==> src/logic/eth_lat_cfg.svh <==
// Latency measurer configuration
`ifndef ETH_LAT_CFG_SVH
`define ETH_LAT_CFG_SVH

// ********************
// Frame layout
// ********************

`define ETH_LAT_HDR_BYTES 42 // Ethernet, IPv4 and ICMP echo headers
`define ETH_LAT_PAD_EXTRA 18 // Added to padding_size for the padding length
`define ETH_LAT_PAD_BYTE 8'h55

// Checksum fields are swapped into the shift buffer after these byte indices
`define ETH_LAT_IP_CSUM_AT 23
`define ETH_LAT_ICMP_CSUM_AT 35
`define ETH_LAT_IP_CONST 16'hC51D // Folded sum of the fixed IP header words

`define ETH_LAT_TIMEOUT 4096 // Cycles before a ping is declared lost
`define ETH_LAT_CNT_W 32

`endif

==> src/logic/eth_lat_pkg.sv <==
// Latency measurer types
`include "eth_lat_cfg.svh"

package eth_lat_pkg;

	// ********************
	// Addresses
	// ********************

	typedef logic [47:0] mac_addr_t;
	typedef logic [31:0] ip_addr_t;

	// ********************
	// Identifiers and counts
	// ********************

	typedef logic [15:0] id16_t; // Frame, log and ping ids, also the padding size

	typedef logic [`ETH_LAT_CNT_W-1:0] latency_t;

endpackage

==> src/logic/checksum_calculator.sv <==
// Serial ones-complement checksum
`timescale 1ns/1ps

module checksum_calculator #(
	parameter int N_WORDS = 6
) (
	input  logic                     clk,
	input  logic                     rst,
	input  logic                     trigger,
	input  logic [N_WORDS*16-1:0]    values,
	output eth_lat_pkg::id16_t       checksum
);
	localparam int CNT_W = $clog2(N_WORDS + 1);

	logic [N_WORDS*16-1:0] words; // Word 0 sits in the low bits
	logic [CNT_W-1:0] cnt;
	logic active;
	logic done;
	logic [15:0] sum;
	logic [16:0] sum_wide;

	assign sum_wide = {1'b0, sum} + {1'b0, words[15:0]};

	always_ff @(posedge clk) begin
		if (rst) begin
			cnt <= '0;
			active <= 1'b0;
			done <= 1'b0;
			sum <= 16'h0000;
			checksum <= 16'h0000;
		end else if (trigger) begin
			cnt <= '0;
			active <= 1'b1;
			done <= 1'b0;
			sum <= 16'h0000;
		end else begin
			done <= 1'b0;
			if (active) begin
				sum <= sum_wide[15:0] + {15'd0, sum_wide[16]}; // End-around carry
				cnt <= cnt + 1'b1;
				if (cnt == CNT_W'(N_WORDS - 1)) begin
					active <= 1'b0;
					done <= 1'b1;
				end
			end
			if (done)
				checksum <= ~sum;
		end
	end

	always_ff @(posedge clk) begin
		if (trigger)
			words <= values;
		else if (active)
			words <= words >> 16;
	end

endmodule

==> src/logic/eth_latency_measurer.sv <==
// Ping latency measurer top level
`timescale 1ns/1ps

module eth_latency_measurer #(
	parameter int C_MODE = 0
) (
	input  logic                   clk,
	input  logic                   rst,
	input  logic                   trigger,

	input  eth_lat_pkg::mac_addr_t mac_addr_src,
	input  eth_lat_pkg::ip_addr_t  ip_addr_src,
	input  eth_lat_pkg::mac_addr_t mac_addr_dst,
	input  eth_lat_pkg::ip_addr_t  ip_addr_dst,
	input  eth_lat_pkg::id16_t     padding_size,
	input  eth_lat_pkg::id16_t     frame_id,
	input  eth_lat_pkg::id16_t     log_id,
	input  eth_lat_pkg::id16_t     ping_id,

	output logic [7:0]             m_axis_tdata,
	output logic                   m_axis_tkeep,
	output logic                   m_axis_tlast,
	output logic                   m_axis_tvalid,
	input  logic                   m_axis_tready,

	input  logic [7:0]             s_axis_tdata,
	input  logic                   s_axis_tvalid,
	input  logic                   s_axis_tlast,

	output eth_lat_pkg::latency_t  latency,
	output logic                   latency_valid,
	output logic                   timeout,
	output logic                   busy
);
	logic tx_begin;
	logic rx_match;

	// No new ping while one is outstanding
	eth_latency_measurer_tx #(.C_MODE(C_MODE)) tx0 (
		.clk           (clk),
		.rst           (rst),
		.trigger       (trigger & ~busy),
		.tx_begin      (tx_begin),
		.mac_addr_src  (mac_addr_src),
		.ip_addr_src   (ip_addr_src),
		.mac_addr_dst  (mac_addr_dst),
		.ip_addr_dst   (ip_addr_dst),
		.padding_size  (padding_size),
		.frame_id      (frame_id),
		.log_id        (log_id),
		.ping_id       (ping_id),
		.m_axis_tdata  (m_axis_tdata),
		.m_axis_tkeep  (m_axis_tkeep),
		.m_axis_tlast  (m_axis_tlast),
		.m_axis_tvalid (m_axis_tvalid),
		.m_axis_tready (m_axis_tready)
	);

	eth_latency_measurer_rx rx0 (
		.clk           (clk),
		.rst           (rst),
		.s_axis_tdata  (s_axis_tdata),
		.s_axis_tvalid (s_axis_tvalid),
		.s_axis_tlast  (s_axis_tlast),
		.mac_addr_src  (mac_addr_src),
		.ip_addr_src   (ip_addr_src),
		.log_id        (log_id),
		.ping_id       (ping_id),
		.rx_match      (rx_match)
	);

	latency_timer timer0 (
		.clk           (clk),
		.rst           (rst),
		.tx_begin      (tx_begin),
		.rx_match      (rx_match),
		.latency       (latency),
		.latency_valid (latency_valid),
		.timeout       (timeout),
		.busy          (busy)
	);

endmodule

==> src/logic/eth_latency_measurer_rx.sv <==
// Echo reply parser
`timescale 1ns/1ps
`include "eth_lat_cfg.svh"

module eth_latency_measurer_rx (
	input  logic                   clk,
	input  logic                   rst,
	input  logic [7:0]             s_axis_tdata,
	input  logic                   s_axis_tvalid,
	input  logic                   s_axis_tlast,
	input  eth_lat_pkg::mac_addr_t mac_addr_src,
	input  eth_lat_pkg::ip_addr_t  ip_addr_src,
	input  eth_lat_pkg::id16_t     log_id,
	input  eth_lat_pkg::id16_t     ping_id,
	output logic                   rx_match
);
	logic [5:0] cnt; // Saturates past the header
	logic match;
	logic match_now;
	logic chk;
	logic [7:0] exp_byte;

	// ********************
	// Expected header bytes
	// ********************

	always_comb begin
		chk = 1'b1;
		exp_byte = 8'h00;
		if (cnt <= 6'd5)
			exp_byte = mac_addr_src[8*(5 - cnt) +: 8]; // Reply goes to our MAC
		else if (cnt == 6'd12)
			exp_byte = 8'h08;
		else if (cnt == 6'd13)
			exp_byte = 8'h00;
		else if (cnt == 6'd23)
			exp_byte = 8'h01; // ICMP protocol
		else if (cnt >= 6'd30 && cnt <= 6'd33)
			exp_byte = ip_addr_src[8*(33 - cnt) +: 8];
		else if (cnt == 6'd34)
			exp_byte = 8'h00; // Echo reply type
		else if (cnt == 6'd38)
			exp_byte = log_id[15:8];
		else if (cnt == 6'd39)
			exp_byte = log_id[7:0];
		else if (cnt == 6'd40)
			exp_byte = ping_id[15:8];
		else if (cnt == 6'd41)
			exp_byte = ping_id[7:0];
		else
			chk = 1'b0;
	end

	assign match_now = match && !(chk && s_axis_tdata != exp_byte);

	always_ff @(posedge clk) begin
		if (rst) begin
			cnt <= 6'd0;
			match <= 1'b1;
		end else if (s_axis_tvalid) begin
			if (s_axis_tlast) begin
				cnt <= 6'd0;
				match <= 1'b1;
			end else begin
				match <= match_now;
				if (cnt != 6'h3F)
					cnt <= cnt + 6'd1;
			end
		end
	end

	// A frame shorter than the header never matches
	assign rx_match = s_axis_tvalid && s_axis_tlast && match_now &&
		(cnt >= 6'(`ETH_LAT_HDR_BYTES - 1));

endmodule

==> src/logic/eth_latency_measurer_tx.sv <==
// Echo frame transmitter
`timescale 1ns/1ps
`include "eth_lat_cfg.svh"

module eth_latency_measurer_tx #(
	parameter int C_MODE = 0
) (
	input  logic                   clk,
	input  logic                   rst,
	input  logic                   trigger,
	output logic                   tx_begin,

	input  eth_lat_pkg::mac_addr_t mac_addr_src,
	input  eth_lat_pkg::ip_addr_t  ip_addr_src,
	input  eth_lat_pkg::mac_addr_t mac_addr_dst,
	input  eth_lat_pkg::ip_addr_t  ip_addr_dst,
	input  eth_lat_pkg::id16_t     padding_size,
	input  eth_lat_pkg::id16_t     frame_id,
	input  eth_lat_pkg::id16_t     log_id,
	input  eth_lat_pkg::id16_t     ping_id,

	output logic [7:0]             m_axis_tdata,
	output logic                   m_axis_tkeep,
	output logic                   m_axis_tlast,
	output logic                   m_axis_tvalid,
	input  logic                   m_axis_tready
);
	localparam int HDR_W = `ETH_LAT_HDR_BYTES * 8;
	localparam int ICMP_WORDS = (C_MODE != 0) ? 2 : 3;
	localparam logic [7:0] ICMP_TYPE = (C_MODE != 0) ? 8'h00 : 8'h08;

	typedef enum logic [1:0] {ST_WAIT_TRIGGER, ST_SEND_HEADERS, ST_SEND_PADDING} state_t;

	state_t state;
	logic [15:0] count;
	logic [HDR_W-1:0] tx_buffer; // Next byte to send is in the top bits
	eth_lat_pkg::id16_t ip_checksum;
	eth_lat_pkg::id16_t icmp_checksum;
	eth_lat_pkg::id16_t pad_last;
	logic [ICMP_WORDS*16-1:0] icmp_words;
	logic start;
	logic accept;
	logic csum_clear;
	logic last_hdr;
	logic last_pad;

	assign start = trigger && (state == ST_WAIT_TRIGGER);
	assign accept = m_axis_tvalid && m_axis_tready;
	assign csum_clear = rst || (state == ST_SEND_PADDING);
	assign pad_last = padding_size + 16'(`ETH_LAT_PAD_EXTRA - 1);
	assign last_hdr = (count == 16'(`ETH_LAT_HDR_BYTES - 1));
	assign last_pad = (count == pad_last);

	// ********************
	// Frame sequencing
	// ********************

	always_ff @(posedge clk) begin
		if (rst) begin
			state <= ST_WAIT_TRIGGER;
			count <= 16'd0;
		end else begin
			case (state)
				ST_WAIT_TRIGGER: if (trigger) begin
					state <= ST_SEND_HEADERS;
					count <= 16'd0;
				end
				ST_SEND_HEADERS: if (accept) begin
					count <= last_hdr ? 16'd0 : count + 16'd1;
					if (last_hdr)
						state <= ST_SEND_PADDING;
				end
				ST_SEND_PADDING: if (accept) begin
					count <= last_pad ? 16'd0 : count + 16'd1;
					if (last_pad)
						state <= ST_WAIT_TRIGGER;
				end
				default: state <= ST_WAIT_TRIGGER;
			endcase
		end
	end

	always_ff @(posedge clk) begin
		if (start) begin
			tx_buffer <= {mac_addr_dst, mac_addr_src, 48'h0800_4500_001C, frame_id,
				48'h4000_4001_0000, ip_addr_src, ip_addr_dst, ICMP_TYPE, 24'd0,
				log_id, ping_id};
		end else if (accept && state == ST_SEND_HEADERS) begin
			if (count == `ETH_LAT_IP_CSUM_AT)
				tx_buffer <= {ip_checksum, tx_buffer[HDR_W-25:0], 8'd0};
			else if (count == `ETH_LAT_ICMP_CSUM_AT)
				tx_buffer <= {icmp_checksum, tx_buffer[HDR_W-25:0], 8'd0};
			else
				tx_buffer <= {tx_buffer[HDR_W-9:0], 8'd0};
		end
	end

	assign m_axis_tvalid = (state != ST_WAIT_TRIGGER);
	assign m_axis_tdata = (state == ST_SEND_HEADERS) ? tx_buffer[HDR_W-1 -: 8] : `ETH_LAT_PAD_BYTE;
	assign m_axis_tlast = (state == ST_SEND_PADDING) && last_pad;
	assign m_axis_tkeep = 1'b1;
	assign tx_begin = (state == ST_SEND_HEADERS) && (count == 16'd0) && m_axis_tready;

	// ********************
	// Checksums
	// ********************

	if (C_MODE != 0) begin : g_reply
		assign icmp_words = {ping_id, log_id}; // Type and code word is zero
	end else begin : g_request
		assign icmp_words = {ping_id, log_id, ICMP_TYPE, 8'h00};
	end

	checksum_calculator #(.N_WORDS(6)) ip_csum0 (
		.clk      (clk),
		.rst      (csum_clear),
		.trigger  (start),
		.values   ({frame_id, ip_addr_dst, ip_addr_src, `ETH_LAT_IP_CONST}),
		.checksum (ip_checksum)
	);

	checksum_calculator #(.N_WORDS(ICMP_WORDS)) icmp_csum0 (
		.clk      (clk),
		.rst      (csum_clear),
		.trigger  (start),
		.values   (icmp_words),
		.checksum (icmp_checksum)
	);

endmodule

==> src/logic/latency_timer.sv <==
// Round-trip latency timer
`timescale 1ns/1ps
`include "eth_lat_cfg.svh"

module latency_timer (
	input  logic                  clk,
	input  logic                  rst,
	input  logic                  tx_begin,
	input  logic                  rx_match,
	output eth_lat_pkg::latency_t latency,
	output logic                  latency_valid,
	output logic                  timeout,
	output logic                  busy
);
	eth_lat_pkg::latency_t count;

	always_ff @(posedge clk) begin
		if (rst) begin
			count <= '0;
			latency <= '0;
			latency_valid <= 1'b0;
			timeout <= 1'b0;
			busy <= 1'b0;
		end else begin
			latency_valid <= 1'b0;
			timeout <= 1'b0;
			if (!busy) begin
				if (tx_begin) begin
					busy <= 1'b1;
					count <= eth_lat_pkg::latency_t'(1); // Edge at the end of the tx_begin cycle
				end
			end else if (rx_match) begin
				busy <= 1'b0;
				latency <= count;
				latency_valid <= 1'b1;
			end else if (count == eth_lat_pkg::latency_t'(`ETH_LAT_TIMEOUT)) begin
				busy <= 1'b0;
				timeout <= 1'b1;
			end else begin
				count <= count + 1'b1;
			end
		end
	end

endmodule

==> config.mk <==
export PLATFORM = sky130hd
export DESIGN_NAME = eth_latency_measurer
export DESIGN_NICKNAME = d
export VERILOG_FILES = /design/src/logic/eth_lat_pkg.sv /design/src/logic/checksum_calculator.sv /design/src/logic/eth_latency_measurer.sv /design/src/logic/eth_latency_measurer_rx.sv /design/src/logic/eth_latency_measurer_tx.sv /design/src/logic/latency_timer.sv
export VERILOG_INCLUDE_DIRS = /design/src /design/src/logic
export SDC_FILE = /design/constraint.sdc
export NUM_CORES = 1
export LEC_CHECK = 0
export BUFFER_PORTS_ARGS = -buffer_cell sky130_fd_sc_hd__buf_2
export CAP_MARGIN = 15
export CORE_ASPECT_RATIO = 0.75
export CORE_UTILIZATION = 45
export DETAILED_ROUTE_END_ITERATION = 7
export GPL_TIMING_DRIVEN = 1
export PLACE_DENSITY = 0.66
export SLEW_MARGIN = 5
export SYNTH_ARGS = -nofsm -noshare
export SYNTH_HDL_FRONTEND = slang
export SYNTH_SLANG_ARGS = --single-unit
==> constraint.sdc <==
create_clock -name clk -period 7.3 [get_ports clk]
set_input_delay 0.73 -clock clk [delete_from_list [all_inputs] [get_ports clk]]
set_output_delay 0.73 -clock clk [all_outputs]
set_load 0.01 [all_outputs]
After elaboration in Yosys (flattened, before gate mapping) --
Index checks and enable logic that the tools add are counted.
Word-level totals: bits in registers 645
Cells by class: add/sub/neg operators 12, $lt $le $gt $ge 4, eq/ne operators 26, shifts and indexed selects 2, multiplexer cells 62, bitwise gates (word level) 7, reduce and logical (&&, ||, !) cells 35
Operator list (count):
- $mux 336 | 4
- $mux 96 | 2
- $mux 32 | 4
- $mux 48 | 2
- $mux 8 | 11
- $mux 16 | 5
- $pmux 16 s3 | 1
- $shiftx 48x33->8 | 1
- $add 16x16->17 | 2
- $shiftx 32x33->8 | 1
- $add 16x1->16 | 2
- $add 32x1->32 const B | 1
- $eq 16x6->1 const B | 2
- $eq 32x13->1 const B | 1
- $not 16->16 | 2
- $eq 6x6->1 const B | 5
- $mux 1 | 25
- $add 16x1->16 const B | 1
- $add 16x5->16 const B | 1
- $eq 16x16->1 | 1
- $eq 16x5->1 const B | 1
- $logic_not 16->1 | 1
- $eq 6x4->1 const B | 2
- $logic_and 1x1->1 | 12
- 33 further kinds | 58

Depth between registers and ports, before layout --
Gate-level depths: netlist of the first run.
depth after elaboration 19, depth in mapped cells 17, gate-level depth less buffers 17

Cells and area by module --
A second synthesis of the first run with hierarchy kept.
Second synthesis, totals: cell total of the unflattened synthesis 2945, area total of the unflattened synthesis 30915.9 sq um
Modules (own cells, without submodules):
- eth_latency_measurer_tx | instances 1, cells each 1344, area each 14729.1 sq um
- checksum_calculator (tx0.ip_csum0) | instances 1, cells each 524, area each 6527.5 sq um
- checksum_calculator (tx0.icmp_csum0) | instances 1, cells each 413, area each 4416.7 sq um
- latency_timer | instances 1, cells each 414, area each 3240.6 sq um
- eth_latency_measurer_rx | instances 1, cells each 249, area each 1988.2 sq um
- eth_latency_measurer | instances 1, cells each 1, area each 13.8 sq um

Worst setup path after synthesis of the first run --
OpenSTA, ideal clock, no wires.
path type register -> register, start point register timer0.busy, end point register tx0.tx_buffer[158], arrival time 7723 ps, data required time 7216 ps, slack -507 ps, stages on the path, launching flop included 9, buffers on the path 3, period minus slack after synthesis 7807 ps, path through dfxtp_1 -> clkbuf_1 -> inv_1 -> clkbuf_1 -> and3_1 -> nor2_1 -> inv_1 -> clkbuf_1 -> o22a_1
Between the ends: cells in the longest elaborated chain, start to end 3
Ends and longest elaborated chain:
- from (decl) | line latency_timer.sv:13 | output logic busy
- from (signal assigned) | line latency_timer.sv:23 | busy <= 1'b0;
- from (signal assigned) | line latency_timer.sv:29 | busy <= 1'b1;
- from (signal assigned) | line latency_timer.sv:33 | busy <= 1'b0;
- $not 1->1 (no source line)
- $and 1x1->1 | line eth_latency_measurer.sv:42 | .trigger (trigger & ~busy),
- $logic_and 1x1->1 | line eth_latency_measurer_tx.sv:47 | assign start = trigger && (state == ST_WAIT_TRIGGER);
- to (signal assigned) | line eth_latency_measurer_tx.sv:85 | tx_buffer <= {mac_addr_dst, mac_addr_src, 48'h0800_4500_001C, frame_id,
- to (signal assigned) | line eth_latency_measurer_tx.sv:90 | tx_buffer <= {ip_checksum, tx_buffer[HDR_W-25:0], 8'd0};
- to (signal assigned) | line eth_latency_measurer_tx.sv:92 | tx_buffer <= {icmp_checksum, tx_buffer[HDR_W-25:0], 8'd0};
- to (decl) | line eth_latency_measurer_tx.sv:36 | logic [HDR_W-1:0] tx_buffer;
Every way passes these cells. A chain may end at the register's enable or synchronous reset.

Worst setup path after layout of the first run --
start point register rx0.cnt[2], end point register timer0.count[25]
Between the ends: cells in the longest elaborated chain, start to end 19
Ends and longest elaborated chain:
- from (decl) | line eth_latency_measurer_rx.sv:17 | logic [5:0] cnt;
- from (signal assigned) | line eth_latency_measurer_rx.sv:67 | cnt <= cnt + 6'd1;
- parallel branches: the longest is 16 deep, another holds $sub 6x6->7
- $logic_and 1x1->1 (*) | line eth_latency_measurer_rx.sv:73 | assign rx_match = s_axis_tvalid && s_axis_tlast && match_now &&
- $ne 2x2->1 (no source line) (*)
- $reduce_and 3->1 (no source line) (*)
- to (signal assigned) | line latency_timer.sv:30 | count <= eth_lat_pkg::latency_t'(1);
- to (signal assigned) | line latency_timer.sv:40 | count <= count + 1'b1;
- to (decl) | line latency_timer.sv:15 | eth_lat_pkg::latency_t count;
Mark *: on every way between the ends.

==> flow_metrics.env, run 1 <==
export IMPL_syn_nets=2811
export IMPL_htree_levels=3
export IMPL_max_slew_margin_pct=23.7
export IMPL_slew_viol_final=0
export IMPL_synth_avg_cell_area_um2=11.4
export IMPL_cts_buffers=66
export IMPL_min_period_over_period_pct=77.7
export IMPL_cap_violations=0
export IMPL_outcome="finished clean"
export IMPL_num_rows=79
export IMPL_synth_seq_cells=645
export IMPL_synth_edff_count=320
export IMPL_ys_warn_count=0
export IMPL_synthTopCellsByCount="a22o_1, dfxtp_1, edfxtp_1"
export IMPL_vias=21400
export IMPL_endpoint="timer0.count[25]"
export IMPL_r2r_start="rx0.cnt[2]"
export IMPL_post_cts_resize_count=0
export IMPL_path_clk_slew_ps=60
export IMPL_clock_sinks=645
export IMPL_yosysSeqAreaShare_pct=56.0
export IMPL_power_frac_comb_pct=26.2
export IMPL_cp_max_fo=63
export IMPL_leakage_uw=0.0128
export IMPL_hold_buffers=0
export IMPL_grt_antenna_before_repair=36
export IMPL_cts_setup_buffers=0
export IMPL_hold_path_class="in -> reg"
export IMPL_die_w_um=294
export IMPL_routed_wl_mm=79.0
export IMPL_grt_pass1_vias=20400
export IMPL_placed_cell_area_um2=30700
export IMPL_dieArea_um2=65000
export IMPL_p_int_uw=8090
export IMPL_ys_types=82
export IMPL_startpoint="rx0.cnt[2]"
export IMPL_dp_hpwl_mm=55.6
export IMPL_p_sw_share_pct=32.6
export IMPL_fillers=5386
export IMPL_p_per_area_nw_per_um2=365
export IMPL_die_height_um=221
export IMPL_drive_gt1_share_pct=16.6
export IMPL_core_area_um2=62600
export IMPL_clkPwrFrac_pct=27.4
export IMPL_synth_area_um2=28800
export IMPL_tightest_slew_ps=1140
export IMPL_yosysMostFrequentCell="a22o_1"
export IMPL_critical_path_class="reg -> reg"
export IMPL_grt_max_degree=105
export IMPL_worstHoldPathCells=3
export IMPL_finish_instance_area_um2=32900
export IMPL_wire_per_inst_um=21.8
export IMPL_start_util_pct=46.0
export IMPL_gp_congestion=0.898
export IMPL_fin_util_pct=52.6
export IMPL_grt_pass1_wl_mm=122
export IMPL_cts_tree="yes"
export IMPL_area_delta_synth_final_pct=14.3
export IMPL_worstPathRequired_ps=7780
export IMPL_drtIter0Drc=1938
export IMPL_end_kind="flip-flop"
export IMPL_critical_path_arrival_ps=6150
export IMPL_switchingPower_uw=3900
export IMPL_insertion_delay_ps=600
export IMPL_p_seq_share_pct=46.4
export IMPL_startpoint_type="flip-flop"
export IMPL_ys_flop_type="dfxtp_1"
export IMPL_grt_overflow=0
export IMPL_portBuffers=282
export IMPL_finalHoldWorstSlack_ps=411
export IMPL_hold_viol=0
export IMPL_synth_top_area_cell="edfxtp_1"
export IMPL_setup_tns_ps=0
export IMPL_peakVddDrop_mv=0.218
export IMPL_r2r_cells=12
export IMPL_synth_top_area_share_pct=33.4
export IMPL_syn_inst=2513
export IMPL_grt_total_usage_pct=23.9
export IMPL_synth_area_leaders="edfxtp_1, dfxtp_1, a22o_1"
export IMPL_avgViaCountPerCell=5.90
export IMPL_max_clock_path_buffers=3
export IMPL_antenna_left=0
export IMPL_final_nets=3008
export IMPL_fin_crit_ps=5670
export IMPL_remaining_drc_errors=0
export IMPL_ios=284
export IMPL_fmax_mhz=176
export IMPL_setup_violations=0
export IMPL_skew_ps=30.9
export IMPL_first_pass_iters=5
export IMPL_r2r_end="timer0.count[25]"
export IMPL_rsz0062_at_grt="no"
export IMPL_rrSetupSlack_ps=1630
export IMPL_cts_root_buf="clkbuf_16"
export IMPL_async_reset_ff_share_pct=0
-- sequential cells by signal (all words and copies together), names as in the netlist, 6 cells and up --
register / flops
rx0.cnt: 6
timer0.count: 32
timer0.latency: 32
tx0.count: 16
tx0.icmp_csum0.checksum: 16
tx0.icmp_csum0.sum: 16
tx0.icmp_csum0.words: 48
tx0.ip_csum0.checksum: 16
tx0.ip_csum0.sum: 16
tx0.ip_csum0.words: 96
tx0.tx_buffer: 336
-- routing by layer --
metal	wire (um)	global-route usage, %
met5	219	0
met4	1640	6.42
met3	5870	5.23
met1	36600	35.3
met2	34700	35.2
-- cells by family after synthesis --
logic type      after synthesis  share of synthesized area [%]
compound gates              737                           19.9
xor+xnor                     88                           2.68
fa+ha+maj                    60                           2.66
buf+inv                     220                           3.14
flops                       645                           56.0
mux                         127                           4.87
other cells                   1                         0.0130
simple gates                635                           10.7
-- power by group through the flow --
stage	Sequential, uW	Combinational [uW]	Clock [uW]
2_1_floorplan	5470	2340	0
3_3_place_gp	5610	3030	0
3_5_place_dp	5630	3110	0
4_1_cts	5570	3130	3330
5_1_grt	5660	3460	3490
6_report	5570	3140	3290
-- worst max-delay path: stages (launching register included) --
cell and delay [ps]:
dfxtp_1 790, inv_1 210, ha_1 830, mux2_2 410, a222oi_1 470, nor2_1 120, a221o_1 370, or4_1 530
or4b_4 580, o2bb2ai_4 140, buf_4 680, nor3_1 130, o32ai_1 270
-- cell type report --
cell class	count	area [um^2]	area share (%)
repair buffers	307	1620	4.92
well taps	850	1060	3.23
diodes	13	32.5	0.0989
clock buffers	92	1930	5.86
clock inverters	27	170	0.517
multi-input cells	1648	11800	35.9
inverters	42	165	0.502
flip-flops and latches	645	16100	49.0
-- placed cells by master (no fill, tap or decap), drive strengths merged, types with 20 or more instances in the layout --
| cell | netlist | routed |
|---|---|---|
| a211oi | 43 | 43 |
| a21o | 38 | 38 |
| a21oi | 86 | 86 |
| a22o | 357 | 357 |
| and2 | 24 | 24 |
| and3 | 65 | 65 |
| buf | 35 | 306 |
| clkbuf | 143 | 93 |
| dfxtp | 325 | 325 |
| edfxtp | 320 | 320 |
| ha | 58 | 58 |
| inv | 42 | 45 |
| mux2i | 104 | 104 |
| nand2 | 95 | 95 |
| nand3 | 53 | 53 |
| nand4 | 24 | 24 |
| nor2 | 251 | 251 |
| nor3 | 34 | 34 |
| nor4 | 20 | 20 |
| o211ai | 22 | 22 |
| o21ai | 58 | 58 |
| xnor2 | 45 | 45 |
| xor2 | 43 | 43 |
-- worst min-delay path by stage --
stage,endpoint,from,slack (ps)
5_1_grt,tx0.tx_buffer[331],mac_addr_dst[43],400
4_1_cts,tx0.tx_buffer[330],mac_addr_dst[42],370
3_3_place_gp,tx0.ip_csum0.words[2],tx0.ip_csum0.words[18],450
3_5_place_dp,tx0.tx_buffer[174],tx0.tx_buffer[174],460
6_report,tx0.tx_buffer[328],mac_addr_dst[40],410
2_1_floorplan,tx0.tx_buffer[144],tx0.tx_buffer[144],440
-- stage by stage --
stage	instances	power, uW	worst slack [ps]
after floorplan	2513	7820	2710
after global placement	3490	8640	1950
after detailed placement	3490	8750	1730
after CTS	3609	12000	1700
after global routing	3619	12600	1320
final	3624	12000	1630
(Power assumes the default switching activity.)
==> inputs of run 2 (changes only) <==
==> constraint.sdc (replaced) <==
create_clock -name clk -period 4.95 [get_ports clk]
set_input_delay 0.495 -clock clk [delete_from_list [all_inputs] [get_ports clk]]
set_output_delay 0.495 -clock clk [all_outputs]
set_load 0.01 [all_outputs]
==> run 2 against run 1 <==
  * Sequential power is 47% higher
  * Flip-flop and latch count did not move
  * Worst hold slack worse by 280 ps
  * Non-clock buffer count is 10 higher
  * Die area did not move
  * Global-route usage grew 0.24 points
  * Register-to-register slack worse by 1300 ps
  * Critical endpoint is now timer0.count[31]
  * Clock skew decreased by 19 ps
  * Count of clock-buffer cells in the layout up 4
==> flow_metrics.env, run 2 (same netlist as run 1, synthesis figures left out) <==
export IMPL_end_kind="flip-flop"
export IMPL_tightest_slew_ps=1120
export IMPL_startpoint="rx0.cnt[2]"
export IMPL_final_nets=3013
export IMPL_critical_path_top_delay_family="simple AND/OR/NAND/NOR gates"
export IMPL_hold_path_class="in -> reg"
export IMPL_post_layout_nonfiller_instances=3633
export IMPL_insertion_delay_ps=650
export IMPL_startpoint_type="flip-flop"
export IMPL_grt_pass1_vias=20600
export IMPL_grt_total_usage_pct=24.2
export IMPL_dieArea_um2=65000
export IMPL_cts_setup_buffers=0
export IMPL_place_inst=3501
export IMPL_reg_top3="tx0.tx_buffer x336, tx0.ip_csum0.words x96, tx0.icmp_csum0.words x48"
export IMPL_critPathMaxStageDelay_ps=590
export IMPL_regMostFlops="tx0.tx_buffer"
export IMPL_max_slew_margin_pct=25.3
export IMPL_worstPathRequired_ps=5460
export IMPL_final_cell_mix="a22o_1, dfxtp_1, edfxtp_1, buf_2, nor2_1"
export IMPL_post_cts_resize_count=0
export IMPL_cap_violations=0
export IMPL_fmax_mhz=217
export IMPL_hold_viol=0
export IMPL_fin_crit_ps=4610
export IMPL_dp_hpwl_mm=56.4
export IMPL_routed_wl_mm=80.3
export IMPL_rsz0062_at_grt="no"
export IMPL_r2r_start="rx0.cnt[2]"
export IMPL_core_area_um2=62600
export IMPL_fin_ws_ps=345
export IMPL_outcome="finished clean"
export IMPL_grt_overflow=0
export IMPL_p_per_area_nw_per_um2=539
export IMPL_setup_tns_ps=0
export IMPL_num_rows=79
export IMPL_pre_cts_slack_ps=420
export IMPL_start_util_pct=46.0
export IMPL_rrSetupSlack_ps=340
export IMPL_ios=284
export IMPL_setup_violations=0
export IMPL_die_w_um=294
export IMPL_drive_gt1_share_pct=16.8
export IMPL_antenna_left=0
export IMPL_mostFrequentLayoutCell="a22o_1"
export IMPL_slew_viol_final=0
export IMPL_wire_per_inst_um=22.1
export IMPL_die_height_um=221
export IMPL_grt_max_degree=222
export IMPL_remaining_drc_errors=0
export IMPL_gp_congestion=0.925
export IMPL_clock_sinks=645
export IMPL_cp_max_fo=24
export IMPL_cts_tree="yes"
export IMPL_path_clk_slew_ps=70
export IMPL_skew_ps=11.8
export IMPL_slowest_stage="or4b_4"
export IMPL_critical_path_arrival_ps=5120
export IMPL_grt_antenna_before_repair=37
export IMPL_critical_path_class="reg -> reg"
export IMPL_crit_chain="inv_1 > ha_1 > mux2_2 > a222oi_1 > nor2_1 > a221o_1 > or4_1 > or4b_4 > o2bb2ai_4 > buf_4 > or2_1 > buf_4 > o32ai_1"
export IMPL_fillers=5370
export IMPL_leakage_uw=0.0129
export IMPL_cts_buffers=61
export IMPL_largest_reg_flops=336
export IMPL_max_clock_path_buffers=3
export IMPL_crit_buf_inv=3
export IMPL_hold_start="mac_addr_dst[41]"
export IMPL_hold_buffers=0
export IMPL_cp_common_cell="buf_4"
export IMPL_htree_levels=2
export IMPL_area_delta_synth_final_pct=14.8
export IMPL_grt_pass1_wl_mm=123
export IMPL_first_pass_iters=6
export IMPL_portBuffers=282
export IMPL_avgViaCountPerCell=5.93
export IMPL_min_period_over_period_pct=93.0
export IMPL_drtIter0Drc=1876
export IMPL_cts_root_buf="clkbuf_16"
export IMPL_vias=21500
export IMPL_peakVddDrop_mv=0.534
run 2: changes by cell type in the layout (fill, tap and decap cells not counted), moves of 3 or more:
cell | previous run | this run
buf_12 | 0 | 4
clkinv_2 | 12 | 9
clkbuf_8 | 7 | 10
clkinv_1 | 4 | 0
clkbuf_16 | 71 | 67
buf_4 | 23 | 30
clkbuf_1 | 14 | 18
bufinv_16 | 0 | 3
clkinvlp_4 | 5 | 1
run 2: worst reg2reg max path: stages (launching register included):
cell and delay (ps):
dfxtp_1 330, inv_1 80, ha_1 490, mux2_2 390, a222oi_1 480, nor2_1 120, a221o_1 360, or4_1 540
or4b_4 590, o2bb2ai_4 190, buf_4 300, or2_1 140, buf_4 290, o32ai_1 160
run 2: area by class of cell:
class / instances / area [um^2] / share of cell area (%)
tap: 850 / 1060 / 3.22
inverter: 42 / 165 / 0.500
clock inverter: 20 / 239 / 0.723
antenna: 15 / 37.5 / 0.114
sequential: 645 / 16100 / 48.8
timing repair buffer: 317 / 1730 / 5.24
multi-input combinational: 1648 / 11800 / 35.7
clock buffer: 96 / 1890 / 5.72
run 2: path summary, 6_finish.rpt:
| kind | cells after the start | end |
|---|---|---|
| worst max register to register | 13 | timer0.count[31] |
| worst max-delay path | 13 | timer0.count[31] |
| worst min-delay path | 3 | tx0.tx_buffer[329] |
| worst min register to register | 2 | tx0.ip_csum0.words[4] |
run 2: power by group:
part | switching (uW) | internal (uW)
combinational | 3040 | 1690
clock | 2090 | 2800
sequential | 662 | 7530
run 2: per-stage QoR:
stage,hold slack (ps),util (%),power (uW),instance area (um^2)
after detailed placement,451,49.3,13000,30900
after CTS,98.9,52.7,17800,33000
final,129,52.8,17800,33000
after global placement,445,49.3,12800,30900
after floorplan,437,-,11500,28800
after global routing,131,52.8,18700,33000
run 2: layer usage:
metal  share of wire [%]  vias up  wire length, um  GRT usage [%]
met5                0.22        -              178              0
met4                 2.1       30             1710           6.72
met3                 8.2      137             6560           5.44
met2                  43      805            34500           35.6
met1                  47    10500            37300           35.5
li1                    -    10000                -              -
